### src/source/cache_pkg.sv
package cache_pkg;

    // geometry
    localparam int num_ways       = 2;
    localparam int num_sets       = 256;
    localparam int index_w        = 8;
    localparam int tag_w          = 20;
    localparam int offset_w       = 4;
    localparam int bank_sel_w     = 2;   // word select inside a line
    localparam int words_per_line = 4;
    localparam int word_w         = 32;
    localparam int line_w         = 128;

    localparam logic [7:0] lfsr_seed = 8'h01;  // victim lfsr reset value

    // main fsm, one-hot
    typedef enum logic [4:0] {
        idle    = 5'b00001,
        lookup  = 5'b00010,
        miss    = 5'b00100,
        replace = 5'b01000,
        refill  = 5'b10000
    } cache_state_t;

    typedef struct packed {
        logic                  op;      // 1 = store
        logic [index_w-1:0]    index;
        logic [tag_w-1:0]      tag;
        logic [offset_w-1:0]   offset;
        logic [word_w/8-1:0]   wstrb;
        logic [word_w-1:0]     wdata;
    } cpu_req_t;

    typedef struct packed {
        logic [tag_w-1:0]      tag;
        logic [index_w-1:0]    index;
        logic [offset_w-1:0]   offset;
    } line_fields_t;

    // memory side address, raw word or split into fields
    typedef union packed {
        logic [31:0]           raw;
        line_fields_t          fields;
    } line_addr_u;

endpackage

### src/source/cache_ctrl.sv
`timescale 1ns/10ps

module cache_ctrl
    import cache_pkg::*;
(
    input  logic                                   clk,
    input  logic                                   resetn,
    input  logic                                   valid,
    input  cpu_req_t                               req,
    output logic                                   addr_ok,
    output logic                                   data_ok,
    output logic [word_w-1:0]                      rdata,
    input  logic [num_ways-1:0][tag_w-1:0]         way_tag,
    input  logic [num_ways-1:0]                    way_valid,
    input  logic [num_ways-1:0]                    way_dirty,
    input  logic [num_ways-1:0][line_w-1:0]        way_data,
    output logic [index_w-1:0]                     ram_index,
    output logic [num_ways-1:0][words_per_line-1:0][word_w/8-1:0] bank_wen,
    output logic [word_w-1:0]                      bank_wdata,
    output logic [num_ways-1:0]                    tag_wen,
    output logic [num_ways-1:0]                    set_dirty,
    output logic                                   refill_dirty,
    output logic                                   rd_req,
    output logic [31:0]                            rd_addr,
    input  logic                                   rd_rdy,
    input  logic                                   ret_valid,
    input  logic                                   ret_last,
    input  logic [word_w-1:0]                      ret_data,
    output logic                                   wr_req,
    output logic [31:0]                            wr_addr,
    output logic [line_w-1:0]                      wr_data,
    input  logic                                   wr_rdy
);

    cache_state_t          state;
    cache_state_t          next_state;
    cpu_req_t              req_q;
    logic [bank_sel_w-1:0] word_sel;
    logic [bank_sel_w-1:0] beat_cnt;
    logic [7:0]            lfsr;
    logic                  victim;
    logic                  need_wb;
    logic [num_ways-1:0]   hit_way;
    logic                  hit;
    logic [word_w-1:0]     hit_word;
    logic [word_w-1:0]     merged_word;
    logic                  refill_beat;
    logic                  refill_done;
    line_addr_u            rd_line;
    line_addr_u            wr_line;

    assign word_sel    = req_q.offset[offset_w-1 -: bank_sel_w];
    assign victim      = lfsr[0];
    assign need_wb     = way_valid[victim] & way_dirty[victim];
    assign refill_beat = (state == refill) & ret_valid;
    assign refill_done = refill_beat & ret_last;

    always_ff @(posedge clk) begin
        if (!resetn) begin
            state <= idle;
        end else begin
            state <= next_state;
        end
    end

    always_comb begin
        next_state = state;
        case (state)
            idle:    if (valid) next_state = lookup;
            lookup:  next_state = hit ? idle : miss;
            miss:    if (wr_rdy || !need_wb) next_state = replace;  // clean victim skips wb
            replace: if (rd_rdy) next_state = refill;
            refill:  if (ret_valid && ret_last) next_state = idle;
            default: next_state = idle;
        endcase
    end

    always_ff @(posedge clk) begin
        if (valid && addr_ok) begin
            req_q <= req;
        end
    end

    always_ff @(posedge clk) begin
        if (!resetn) begin
            beat_cnt <= '0;
            lfsr     <= lfsr_seed;
        end else if (refill_beat) begin
            beat_cnt <= ret_last ? '0 : beat_cnt + 1'b1;
            if (ret_last) begin
                lfsr <= {lfsr[6:0], lfsr[7] ^ lfsr[5] ^ lfsr[4] ^ lfsr[3]};
            end
        end
    end

    // tag compare and hit word
    always_comb begin
        hit_word = '0;
        for (int w = 0; w < num_ways; w++) begin
            hit_way[w] = way_valid[w] && (way_tag[w] == req_q.tag);
            if (hit_way[w]) hit_word = way_data[w][word_sel*word_w +: word_w];
        end
    end
    assign hit = |hit_way;

    // store bytes folded into the returning word
    always_comb begin
        merged_word = ret_data;
        if (req_q.op && beat_cnt == word_sel) begin
            for (int b = 0; b < word_w/8; b++) begin
                if (req_q.wstrb[b]) merged_word[b*8 +: 8] = req_q.wdata[b*8 +: 8];
            end
        end
    end

    always_comb begin
        bank_wen = '0;
        tag_wen  = '0;
        if (state == lookup && hit && req_q.op) begin
            for (int w = 0; w < num_ways; w++) begin
                if (hit_way[w]) bank_wen[w][word_sel] = req_q.wstrb;
            end
        end else if (refill_beat) begin
            bank_wen[victim][beat_cnt] = '1;   // full word per beat
        end
        tag_wen[victim] = refill_done;
    end

    assign bank_wdata   = (state == lookup) ? req_q.wdata : merged_word;
    assign set_dirty    = {num_ways{state == lookup && req_q.op}} & hit_way;
    assign refill_dirty = req_q.op;       // store miss leaves the line dirty
    assign ram_index    = (state == idle) ? req.index : req_q.index;

    assign addr_ok = (state == idle);
    assign data_ok = ((state == lookup) & hit)
                   | (refill_beat & ~req_q.op & (beat_cnt == word_sel))
                   | (refill_done & req_q.op);
    assign rdata   = (state == lookup) ? hit_word : ret_data;

    assign rd_line.fields = '{tag: req_q.tag, index: req_q.index, offset: '0};
    assign wr_line.fields = '{tag: way_tag[victim], index: req_q.index, offset: '0};

    assign rd_req  = (state == replace);
    assign rd_addr = rd_line.raw;
    assign wr_req  = (state == miss) & need_wb;
    assign wr_addr = wr_line.raw;
    assign wr_data = way_data[victim];  // word 0 in the low bits

endmodule

### config.mk
export PLATFORM = sky130hd
export DESIGN_NAME = cache_ctrl
export DESIGN_NICKNAME = d
export VERILOG_FILES = /design/src/source/cache_pkg.sv /design/src/source/cache_ctrl.sv
export SDC_FILE = /design/constraint.sdc
export NUM_CORES = 1
export LEC_CHECK = 0
export ABC_AREA = 1
export BUFFER_PORTS_ARGS = -buffer_cell sky130_fd_sc_hd__buf_4
export CORE_AREA = 3 3 277 279
export DETAILED_ROUTE_END_ITERATION = 8
export DIE_AREA = 0 0 280 282
export REMOVE_ABC_BUFFERS = 1
export SYNTH_ARGS = -nofsm -noshare
export SYNTH_HDL_FRONTEND = slang
export SYNTH_SLANG_ARGS = --single-unit
### constraint.sdc
create_clock -name clk -period 5.8 [get_ports clk]
set_input_delay 1.16 -clock clk [delete_from_list [all_inputs] [get_ports clk]]
set_output_delay 1.16 -clock clk [all_outputs]
set_load 0.005 [all_outputs]
## Yosys cells after proc, flatten, opt, wreduce, memory -nomap -nowiden

Index checks and enable logic that the tools add are counted.

- Logic and storage cells: 100
- Output and inout port bits: 305
- Register bits: 84

- Muxes and demuxes: 37
- Add/sub/neg operators: 1
- $lt $le $gt $ge: 6
- Equality and inequality tests: 12
- Reduce and logical (&&, ||, !) cells: 16
- Shift operators: 2
- Bitwise operators: 17

Operator list:

| kind | number |
|---|---|
| 128-bit 2-to-1 mux | 2 |
| 128-bit by 8-bit indexed part select with 32-bit output | 2 |
| 32-bit 2-to-1 mux | 7 |
| 16-bit 2-to-1 mux | 3 |
| 20-bit equality test | 2 |
| 20-bit 2-to-1 mux | 2 |
| 8-bit 2-to-1 mux | 5 |
| 5-bit case mux with 5 select lines | 1 |
| 5-bit 2-to-1 mux | 4 |
| 16-bit AND | 1 |
| 16-bit demux with 1-bit select | 1 |
| 4-bit demux with 2-bit select | 2 |
| 1-bit logical AND | 11 |
| 1-bit AND | 8 |
| 4-bit 2-to-1 mux | 2 |
| 2-bit by 3-bit < comparator with 1-bit output, second input constant | 2 |
| 5-bit by 1-bit equality test with 1-bit output, second input constant | 1 |
| 5-bit by 2-bit equality test with 1-bit output, second input constant | 1 |
| 5-bit by 3-bit equality test with 1-bit output, second input constant | 1 |
| 5-bit by 4-bit equality test with 1-bit output, second input constant | 1 |
| 5-bit equality test, second input constant | 1 |
| 1-bit 2-to-1 mux | 5 |
| 2-bit AND | 2 |
| 2-bit by 1-bit >= comparator with 1-bit output, second input constant | 2 |
| other kinds (17) | 22 |

## Depth between registers and ports, before layout

Gate-level depths: netlist of run 1.

- Depth in word-level cells: 8
- Mapped depth: 12
- Mapped depth without buffers: 12

## Worst setup path after synthesis of run 1

No wires, ideal clock.

- Path type: input to register
- Start: input valid
- End: register req_q (netlist bit rd_addr[10]), enable pin
- Slack: 1297 ps
- Stages: 2
- Path buffers: 0
- Data arrival time: 4010 ps
- Cell sequence: inv_1 nor2_1

- Word-level cells in the longest chain between the ends: 1

RTL lines:

| item | line | text |
|---|---|---|
| start: declaration | cache_ctrl.sv:8 | `input logic valid,` |
| 1-bit logical AND | cache_ctrl.sv:79 | `if (valid && addr_ok) begin` |
| end signal: assignment | cache_ctrl.sv:80 | `req_q <= req;` |
| end: declaration | cache_ctrl.sv:37 | `cpu_req_t req_q;` |

No other way between the ends.
A chain may end at the register's enable or synchronous reset.

## Final worst setup path of run 1

- Start: register req_q[39] (netlist bit)
- End: output bank_wdata[11]

- Word-level cells in the longest chain between the ends: 4

RTL lines:

| item | line | text |
|---|---|---|
| 2-bit equality test | cache_ctrl.sv:109 | `if (req_q.op && beat_cnt == word_sel) begin` |
| 1-bit logical AND | cache_ctrl.sv:109 |  |
| 32-bit 2-to-1 mux | cache_ctrl.sv:109 |  |
| 32-bit 2-to-1 mux | cache_ctrl.sv:129 | `assign bank_wdata = (state == lookup) ? req_q.wdata : merged_word;` |
| end: declaration | cache_ctrl.sv:19 | `output logic [word_w-1:0] bank_wdata,` |

No other way between the ends.

==> key figures, run 1 <==
Timing
  • RSZ-0062 raised after global routing: no
  • Final Max Slew Viols: 0
  • Final period util: 0.858
  • Slew Limit Headroom: 0.169
  • Tightest Pin Transition: 1250 ps
  • Fmax: 201 MHz
  • Endpoints failing setup: 0
  • Min cycle time layout: 4980 ps
  • Hold Vio Cnt, Final: 0
  • Fin Hold WS: 465 ps
  • Layout Skew: 11.9 ps
  • Worst setup margin: 821 ps

Die
  • I/O pin cnt: 713
  • Core Box Area: 74400 µm²
  • Initial Util: 0.128
  • Die H: 282 µm
  • Rows: 100
  • Die W: 280 µm
  • Die ar.: 79000 µm²

Place
  • Post-DP HPWL: 61800 µm
  • Dpl ws: 980 ps
  • Port Buf Inserts: 702
  • RD Place Congestion: 0.934
  • DP Area: 15600 µm²
  • Placed Instances: 3293

Clock network
  • Sink Count: 82
  • CTS Buf Count: 9
  • CTS clock-pin slew for the worst setup and hold paths: 80 ps
  • Postcts setup bufs: 0
  • Max Buffers Root-to-Sink: 2
  • H-tree levels: 3
  • CTS tree: yes
  • CTS Hold Buffers Added: 0
  • Clk Latency, worst-skew pair: 390 ps
  • Clock root buffer: clkbuf_16
  • Resized cells post-CTS: 0

Yosys
  • Area leader, netlist: nand2_1
  • Syn Area/Cell: 5.52 µm²
  • Number of flops mapped to enable cells by yosys: 67
  • Register area share after synthesis: 0.242
  • Mapped Cells: 1728
  • Synth warnings: 0
  • Synth cell count leaders: nand2_1 (634), inv_1 (202), o21ai_0 (193)
  • Post-synth ARST share: 0
  • Syn Std Cell Area: 9550 µm²
  • Area contributors post-synth: nand2_1 (25%), edfxtp_1 (21%), o21ai_0 (10%)
  • Cell with the most instances after synthesis: nand2_1
  • Yosys top cell area share: 0.249
  • Cell variety after synth: 28
  • Synthesis-stage register bit count: 82
  • Most used DFF post-synth: edfxtp_1

Drt
  • DRC: 0
  • Pre-antenna DRT Iters: 7
  • WL per Instance: 23.9 µm
  • Initial drt markers: 1014
  • Antenna Nets Post-Route: 0
  • Total wire length: 79200 µm
  • Via count: 14300
  • Via/cell ratio: 4.32

Setup path
  • Most used cell, CP: nand2_1
  • Reg2Reg Setup Slack: 2990 ps
  • Crit path capture type: primary output
  • Worst Reg2Reg Path Length in Cells: 7
  • CP max stage delay: 730 ps
  • Crit start category: flop
  • RR Startpoint: state[2]
  • WS Path Type: reg2out
  • CP Data Arrival Time: 3820 ps
  • Crit Path Max Fanout: 16
  • Crit. Startpoint: req_q[39]
  • Worst Path Required: 4640 ps
  • Critical-path cell list: inv_2 -> nand2_1 -> nand4_1 -> nor2_1 -> nand2_1 -> nand2_1 -> nand2_1 -> nand2_1 -> buf_4
  • CP max-delay cell: nand2_1

Job
  • Max-cap violations: 0

Power
  • Cell Int Power: 0.00161 W
  • NetSw: 0.00122 W
  • Flop pwr share: 0.279
  • Leakage: 8.39 nW
  • Switching share of power: 0.431
  • Pwr dens: 177 nW/µm²
  • Combinational share of power: 0.485
  • Clock Power Share: 0.236
  • Worst VDD drop: 0.000162 V

Outcome
  • Run status: finished clean

Worst hold path
  • Hold crit path type: reg2reg
  • WHS Path Cells: 2
  • Hold wc startpoint: lfsr[1]

Global routing
  • First-pass GRT wire length: 105000 µm
  • Antenna violations before repair: 13
  • Pin count of the biggest net entering global routing: 107
  • Global route overflow: 0
  • Vias in the first global route: 13800
  • GRT Overall Usage: 0.189

Finish
  • Final #Nets: 2747
  • Final Cell Area: 16000 µm²
  • Synth-to-Final Area Change: 67.1%
  • Fillcell total: 8622
  • Fraction of layout cells with a size suffix above 1: 0.332
  • Layout Cells excl Fill: 3319
  • Fin util: 0.214
## layer usage
layer / vias up / share of wire / track usage
li1: 6760 / - / -
met3: 113 / 0.097 / 0.0622
met2: 855 / 0.46 / 0.310
met1: 6597 / 0.42 / 0.232
met5: - / 0.00043 / 0
met4: 6 / 0.029 / 0.0682
## cell families (layout without fill, tap and decap cells)
group	after synthesis	after routing	synth area share
fa+ha+maj	4	4	0.00524
flops	82	82	0.242
other cells	1	18	0.000393
simple gates	1004	1004	0.437
xor+xnor	5	5	0.00459
buf+inv	356	961	0.160
compound gates	276	276	0.150
## state kept, by name (all words and copies together), names as in the netlist
signal        count
req_q            38
rd_addr          28
lfsr              8
state             5
beat_cnt          2
refill_dirty      1
## worst paths after layout
check,end
max,bank_wdata[11]
min,lfsr[2]
max reg2reg,req_q[8]
min reg2reg,lfsr[2]
## final cells by class
cell class | count | area, µm² | area share
Multi-Input combinational cell | 1297 | 5800 | 0.364
Timing Repair Buffer | 730 | 5480 | 0.344
Sequential cell | 82 | 2320 | 0.145
Tap cell | 969 | 1210 | 0.0760
Inverter | 215 | 813 | 0.0510
Clock buffer | 10 | 250 | 0.0157
Clock inverter | 6 | 50.0 | 0.00314
Antenna cell | 10 | 25.0 | 0.00157
## cells in the final DEF (no fill, tap or decap), types with 12 or more instances in the layout
cell type  netlist  final
dfxtp_1         15     14
nand2_1        634    632
a21oi_1         41     41
inv_2           11     12
edfxtp_1        67     67
o21ai_0        193    193
inv_1          202    199
nor2_1         143    135
nand3_1        146    145
buf_4           46    730
nand4_1         71     71
o22ai_1         31     31
## power groups by stage
stage,registers (W),logic (W),clock network (W)
floorplan,0.000795,0.000483,0
global placement,0.000801,0.00137,0
detailed placement,0.000801,0.00137,0
CTS,0.000789,0.00138,0.000711
global route,0.000798,0.00149,0.000726
finish,0.000788,0.00137,0.000668
## worst max-delay path, delay by kind of cell (launching register included)
kind,cells,cell delay [ps]
and+or+nand+nor,7,2390
DFF,1,530
buffers and inverters,2,500
## through the flow
step                      power, W  TNS, ps
after floorplan            0.00128   -32370
after global placement     0.00217        0
after detailed placement   0.00217        0
after CTS                  0.00288        0
after global routing       0.00301        0
final                      0.00283        0
(Power assumes the default switching activity.)
==> run 2, diff against run 1 <==
- ABC_AREA: 1 -> default
- CORE_AREA: 3 3 277 279 -> 3 3 273 275
- DIE_AREA: 0 0 280 282 -> 0 0 276 278
==> run 2 against run 1 <==
Effect of this change: non-clock buffer count decreased by 13; core utilization shrank 0.23 points; critical path depth unchanged; synthesized cell count fell by 54%; sequential power is 7.7% lower; synthesized area decreased by 5.3%; count of clock-buffer cells in the layout decreased by 1; design area fell by 3.5%; setup slack gained 210 ps; power is 17% lower; critical endpoint is now rdata[3]; largest cell class unchanged.
==> key figures, run 2 <==
Power
  • Flop pwr share: 0.308 (+0.029)
  • Combinational share of power: 0.389 (-0.096)
  • NetSw: 0.000814 W (-33%)
  • Clock Power Share: 0.303 (+0.067)
  • Cell Int Power: 0.00154 W (-4.2%)
  • Leakage: 6.64 nW (-21%)
  • Worst VDD drop: 0.000107 V (-34%)
  • Switching share of power: 0.345 (-0.0856)
  • Pwr dens: 153 nW/µm² (-14%)

Clock network
  • CTS Buf Count: 9 (unchanged)
  • CTS Hold Buffers Added: 0 (unchanged)
  • CTS tree: yes
  • H-tree levels: 3 (unchanged)
  • Max Buffers Root-to-Sink: 2 (unchanged)
  • Clock root buffer: clkbuf_16
  • Resized cells post-CTS: 0 (unchanged)
  • Postcts setup bufs: 0 (unchanged)
  • Sink Count: 82 (unchanged)
  • Clk Latency, worst-skew pair: 390 ps (about the same)
  • CTS clock-pin slew for the worst setup and hold paths: 90 ps (about the same)

Drt
  • Pre-antenna DRT Iters: 4 (-3)
  • WL per Instance: 24.2 µm (+1.4%)
  • Total wire length: 58100 µm (-27%)
  • Initial drt markers: 421 (-58%)
  • Via/cell ratio: 4.01 (-7.1%)
  • DRC: 0 (unchanged)
  • Antenna Nets Post-Route: 0 (unchanged)
  • Via count: 9632 (-33%)

Setup path
  • Crit. Startpoint: way_tag[39]
  • CP Data Arrival Time: 3610 ps (-210 ps)
  • Crit Path Max Fanout: 23 (+7)
  • Worst Reg2Reg Path Length in Cells: 5 (-2)
  • Crit start category: input pin
  • CP max stage delay: 580 ps (-150 ps)
  • Critical Path Stages: 9 (unchanged)
  • WS Path Type: in2out
  • CP max-delay cell: nor4_2
  • Most used cell, CP: buf_4
  • Cell family with the largest share of critical-path delay: simple AND/OR/NAND/NOR gates
  • Worst Path Required: 4640 ps (about the same)
  • Worst Path Buf+Inv: 3 (+1)
  • Critical-path cell list: buf_4 -> xor2_1 -> nor4_2 -> and3_4 -> nand4_4 -> buf_4 -> nand2b_1 -> nand3_2 -> buf_4
  • RR Startpoint: state[2]
  • Crit path capture type: primary output

Timing
  • Fin Setup TNS: 0 ps (unchanged)
  • Final period util: 0.822 (-0.0361)
  • Final Max Slew Viols: 0 (unchanged)
  • Fmax: 210 MHz (+4.4%)
  • Slew Limit Headroom: 0.358 (+0.189)
  • Hold Vio Cnt, Final: 0 (unchanged)
  • Tightest Pin Transition: 964 ps (-284 ps)
  • Min cycle time layout: 4770 ps (-210 ps)
  • RSZ-0062 raised after global routing: no
  • Endpoints failing setup: 0 (unchanged)
  • Layout Skew: 17.7 ps (+5.81 ps)

Finish
  • Top reg by flops: req_q
  • Synth-to-Final Area Change: 70.2%
  • Leading cell type in the layout, fill and taps excluded: buf_4
  • Fin util: 0.212 (-0.00230)
  • Most frequent cells in the layout: buf_4 (716), mux2_2 (148), nand2_1 (86)
  • Fraction of layout cells with a size suffix above 1: 0.711 (+0.379)
  • Number of flip-flops in the largest register: 38 (unchanged)
  • Final #Nets: 1846 (-33%)
  • Layout Cells excl Fill: 2401 (-28%)

Yosys
  • Synth warnings: 0 (unchanged)
  • Number of flops mapped to enable cells by yosys: 67 (unchanged)
  • Yosys top cell area share: 0.223 (-0.0267)
  • Cell with the most instances after synthesis: mux2_2
  • Cell variety after synth: 54 (+93%)
  • Mapped Cells: 799 (-54%)
  • Post-synth ARST share: 0 (unchanged)
  • Syn Std Cell Area: 9040 µm² (-5.3%)
  • Area leader, netlist: edfxtp_1
  • Area contributors post-synth: edfxtp_1 (22%), mux2_2 (18%), mux4_2 (16%)
  • Synthesis-stage register bit count: 82 (unchanged)
  • Synth cell count leaders: mux2_2 (148), nand2_1 (86), edfxtp_1 (67)
  • Most used DFF post-synth: edfxtp_1
  • Syn Area/Cell: 11.3 µm² (+100%)
  • Register area share after synthesis: 0.256 (+0.0136)

Global routing
  • GRT Overall Usage: 0.144 (-0.0457)
  • Antenna violations before repair: 8 (-5)
  • Global route overflow: 0 (unchanged)
  • First-pass GRT wire length: 78100 µm (-26%)
  • Vias in the first global route: 10300 (-25%)
  • Pin count of the biggest net entering global routing: 93 (-13%)

Outcome
  • Run status: finished clean

Die
  • Core Box Area: 72600 µm² (-2.5%)
  • I/O pin cnt: 713 (unchanged)
  • Die ar.: 76700 µm² (-2.8%)
  • Die H: 278 µm (-1.4%)
  • Die W: 276 µm (-1.4%)
  • Initial Util: 0.125 (-0.00371)
  • Rows: 99 (-1.0%)

Worst hold path
  • Hold crit path type: reg2reg
  • Hold wc startpoint: lfsr[6]
  • WHS Path Cells: 2 (unchanged)

Place
  • Post-DP HPWL: 48800 µm (-21%)
  • Port Buf Inserts: 702 (unchanged)
  • RD Place Congestion: 0.848 (-9.3%)
  • Placed Instances: 2382 (-28%)

Job
  • Max-cap violations: 0 (unchanged)
==> run 2: power by group through the flow <==
stage | logic [W] | clock network, W | registers, W
final | 0.000916 | 0.000714 | 0.000727
after detailed placement | 0.000929 | 0 | 0.000742
after CTS | 0.000932 | 0.000765 | 0.000728
after global placement | 0.000927 | 0 | 0.000741
after floorplan | 0.000317 | 0 | 0.000755
after global routing | 0.000982 | 0.000779 | 0.000733
==> run 2: layout make-up <==
type	count	area, µm²
tap	959	1200
sequential	82	2320
multi-input combinational	618	6130
inverter	6	22.5
fill	8048	57200
antenna	3	7.51
clock inverter	7	93.8
timing repair buffer	717	5400
clock buffer	9	225
==> run 2: routing by layer <==
layer / global-route usage / routed length (µm) / up-vias
met5: 0 / 13 / -
met4: 0.0397 / 1440 / 2
li1: - / - / 4272
met3: 0.0528 / 5280 / 66
met2: 0.248 / 28200 / 572
met1: 0.167 / 23200 / 4720
==> run 2: final timing paths <==
check | end | slack [ps]
worst min-delay path | lfsr[7] | 450
worst max register to register | req_q[23] | 2480
worst max-delay path | rdata[3] | 1030
worst min register to register | lfsr[7] | 450
==> run 2: logic make-up after synthesis <==
logic type / count (synthesis) / share of synthesized area
simple gates: 262 / 0.190
mux: 244 / 0.384
buf+inv: 106 / 0.0714
flops: 82 / 0.256
compound gates: 55 / 0.0491
xor+xnor: 45 / 0.0436
fa+ha+maj: 4 / 0.00554
other cells: 1 / 0.000415
==> run 2: worst min-delay path, delay by kind of cell, from the launching register on <==
family          cells  cell delay (ps)
flops               1              310
simple gates        1               60
compound gates      1               50
==> run 2: metrics by stage <==
step                      setup slack (ps)  instance area (µm²)  power [W]  hold WS, ps
after floorplan                        137                 8440    0.00107          435
after global placement                 958                15100    0.00167          443
after CTS                              926                15400    0.00243          443
after detailed placement               937                15100    0.00167          445
final                                 1030                15400    0.00236          448
after global routing                   895                15400    0.00249          483
==> run 3, diff against run 2 <==
- CORE_AREA: 3 3 273 275 -> 3 3 279 281
- DIE_AREA: 0 0 276 278 -> 0 0 282 284
- clock period: 5.8 -> 4.3 ns (I/O delays scaled with it)
==> run 3 against run 2 <==
Effect of this change: design area grew 0.82%; combinational power grew 36%; sequential share of layout area decreased by 0.12 points; non-clock buffer count is 7 higher; critical path depth unchanged; first-iteration DRC count down 23%; setup slack got worse by 490 ps; via count is 0.60% lower; core utilization is 0.70 points lower; clock skew up 12 ps; count of clock-buffer cells in the layout is the same; clock power up 28%.
==> key figures, run 3 (synthesis gave the netlist of run 2 again) <==
Clock network
  • Clk Latency, worst-skew pair: 410 ps (+20 ps)
  • Postcts setup bufs: 0 (unchanged)
  • CTS tree: yes
  • CTS Hold Buffers Added: 0 (unchanged)
  • Clock root buffer: clkbuf_16
  • H-tree levels: 3 (unchanged)
  • Resized cells post-CTS: 0 (unchanged)
  • CTS clock-pin slew for the worst setup and hold paths: 80 ps (about the same)
  • Max Buffers Root-to-Sink: 2 (unchanged)
  • Sink Count: 82 (unchanged)
  • CTS Buf Count: 9 (unchanged)

Place
  • Port Buf Inserts: 702 (unchanged)
  • Dpl ws: 468 ps (-469 ps)
  • RD Place Congestion: 0.897 (+5.8%)
  • Post-DP HPWL: 48200 µm (-1.4%)

Timing
  • Hold Vio Cnt, Final: 0 (unchanged)
  • Worst setup margin: 537 ps (-493 ps)
  • Layout Skew: 29.8 ps (+12.1 ps)
  • RSZ-0062 raised after global routing: no
  • Fin Setup TNS: 0 ps (unchanged)
  • Min cycle time layout: 3760 ps
  • Endpoints failing setup: 0 (unchanged)
  • Final Max Slew Viols: 0 (unchanged)
  • Fmax: 266 MHz
  • Tightest Pin Transition: 829 ps (-135 ps)
  • Final period util: 0.875
  • Slew Limit Headroom: 0.445 (+0.0878)

Finish
  • Fin util: 0.205 (-0.00704)
  • Synth-to-Final Area Change: 71.6%
  • Fillcell total: 8383 (+4.2%)
  • Number of flip-flops in the largest register: 38 (unchanged)
  • Multi-input gate area: 6130 µm² (unchanged)
  • Leading cell type in the layout, fill and taps excluded: buf_4
  • Fraction of layout cells with a size suffix above 1: 0.712 (+0.00140)
  • Top reg by flops: req_q
  • Final #Nets: 1853 (+0.38%)
  • Register area: 2320 µm² (unchanged)
  • Most frequent cells in the layout: buf_4 (718), mux2_2 (148), nand2_1 (86)

Setup path
  • Crit Path Max Fanout: 11 (-52%)
  • CP Data Arrival Time: 2900 ps (-710 ps)
  • Crit path capture type: primary output
  • Critical R2R Capture: req_q[26]
  • Reg2Reg Setup Slack: 1190 ps (-1290 ps)
  • RR Startpoint: state[2]
  • WS Path Type: in2out
  • Crit start category: input pin
  • Worst Reg2Reg Path Length in Cells: 5 (unchanged)
  • Worst Path Required: 3440 ps (-1200 ps)

Die
  • Die W: 282 µm (+2.2%)
  • Rows: 101 (+2.0%)
  • I/O pin cnt: 713 (unchanged)
  • Initial Util: 0.119 (-0.00511)
  • Core Box Area: 75700 µm² (+4.3%)
  • Die H: 284 µm (+2.2%)
  • Die ar.: 80100 µm² (+4.4%)

Outcome
  • Run status: finished clean

Drt
  • Total wire length: 57100 µm (-1.7%)
  • DRC: 0 (unchanged)
  • Antenna Nets Post-Route: 0 (unchanged)
  • Initial drt markers: 324 (-23%)
  • Via/cell ratio: 3.94 (-1.7%)
  • WL per Instance: 23.5 µm (-2.8%)
  • Pre-antenna DRT Iters: 5 (+1)
  • Via count: 9574 (-0.60%)

Worst hold path
  • WHS Path Cells: 2 (unchanged)
  • Hold Crit Endpoint: lfsr[2]
  • Hold wc startpoint: lfsr[2]
  • Hold crit path type: reg2reg

Power
  • Pwr dens: 202 nW/µm² (+32%)
  • Leakage: 6.69 nW (+0.74%)
  • Worst VDD drop: 0.000183 V (+71%)
  • Total power: 0.00314 W (+33%)

Global routing
  • Vias in the first global route: 10000 (-2.2%)
  • Antenna violations before repair: 6 (-2)
  • GRT Overall Usage: 0.134 (-0.00944)
  • Pin count of the biggest net entering global routing: 76 (-18%)
  • First-pass GRT wire length: 75900 µm (-2.7%)
  • Global route overflow: 0 (unchanged)

Job
  • Max-cap violations: 0 (unchanged)
## run 3: cell types whose count changed in the layout (fill, tap and decap cells not counted)
cell,delta
clkinv_4,+1
buf_12,+5
buf_4,+2
inv_8,+1
clkinvlp_4,-1
diode_2,+2
bufinv_16,-1
## run 3: layer usage
metal	up-vias	GRT usage	wire, µm
li1	4279	-	-
met1	4718	0.164	23900
met2	518	0.228	27000
met3	59	0.0313	4260
met4	0	0.0492	1910
met5	-	0	0
## run 3: cell type report
cell class                      instances  area share
Clock buffer                            9      0.0145
Tap cell                              978      0.0789
Sequential cell                        82       0.149
Timing Repair Buffer                  724       0.355
Inverter                                6     0.00145
Antenna cell                            5    0.000807
Multi-Input combinational cell        618       0.395
Clock inverter                          7     0.00492
## run 3: critical path: stages
cell and delay [ps]:
buf_4 120, xnor2_1 320, and4_1 270, nand4_2 190, a311oi_4 390, buf_4 340, nand3_2 130, nand3_2 130
buf_4 110
## run 3: how the worst max path moves through the flow
stage	from	endpoint	slack (ps)	depth (start not counted)
6_report	way_tag[0]	rdata[12]	540	9
5_1_grt	req_q[39]	bank_wdata[11]	380	6
4_1_cts	way_tag[0]	rdata[12]	470	9
3_5_place_dp	way_tag[0]	rdata[12]	470	9
3_3_place_gp	way_tag[0]	rdata[12]	500	9
2_1_floorplan	lfsr[0]	bank_wen[12]	-1060	3
## run 3: power breakdown
part	total, W	internal, W	leakage, nW	switching, W
logic	0.00125	0.000690	5.78	0.000560
registers	0.000974	0.000929	0.758	0.0000457
clock network	0.000917	0.000418	0.149	0.000500
## run 3: per-stage QoR
step           hold slack, ps  instance area [µm²]  cells
6_report                  460                15500   2429
5_1_grt                   476                15500   2429
4_1_cts                   462                15500   2424
3_5_place_dp              450                15200   2408
3_3_place_gp              444                15200   2408
2_1_floorplan             435                 8440    706
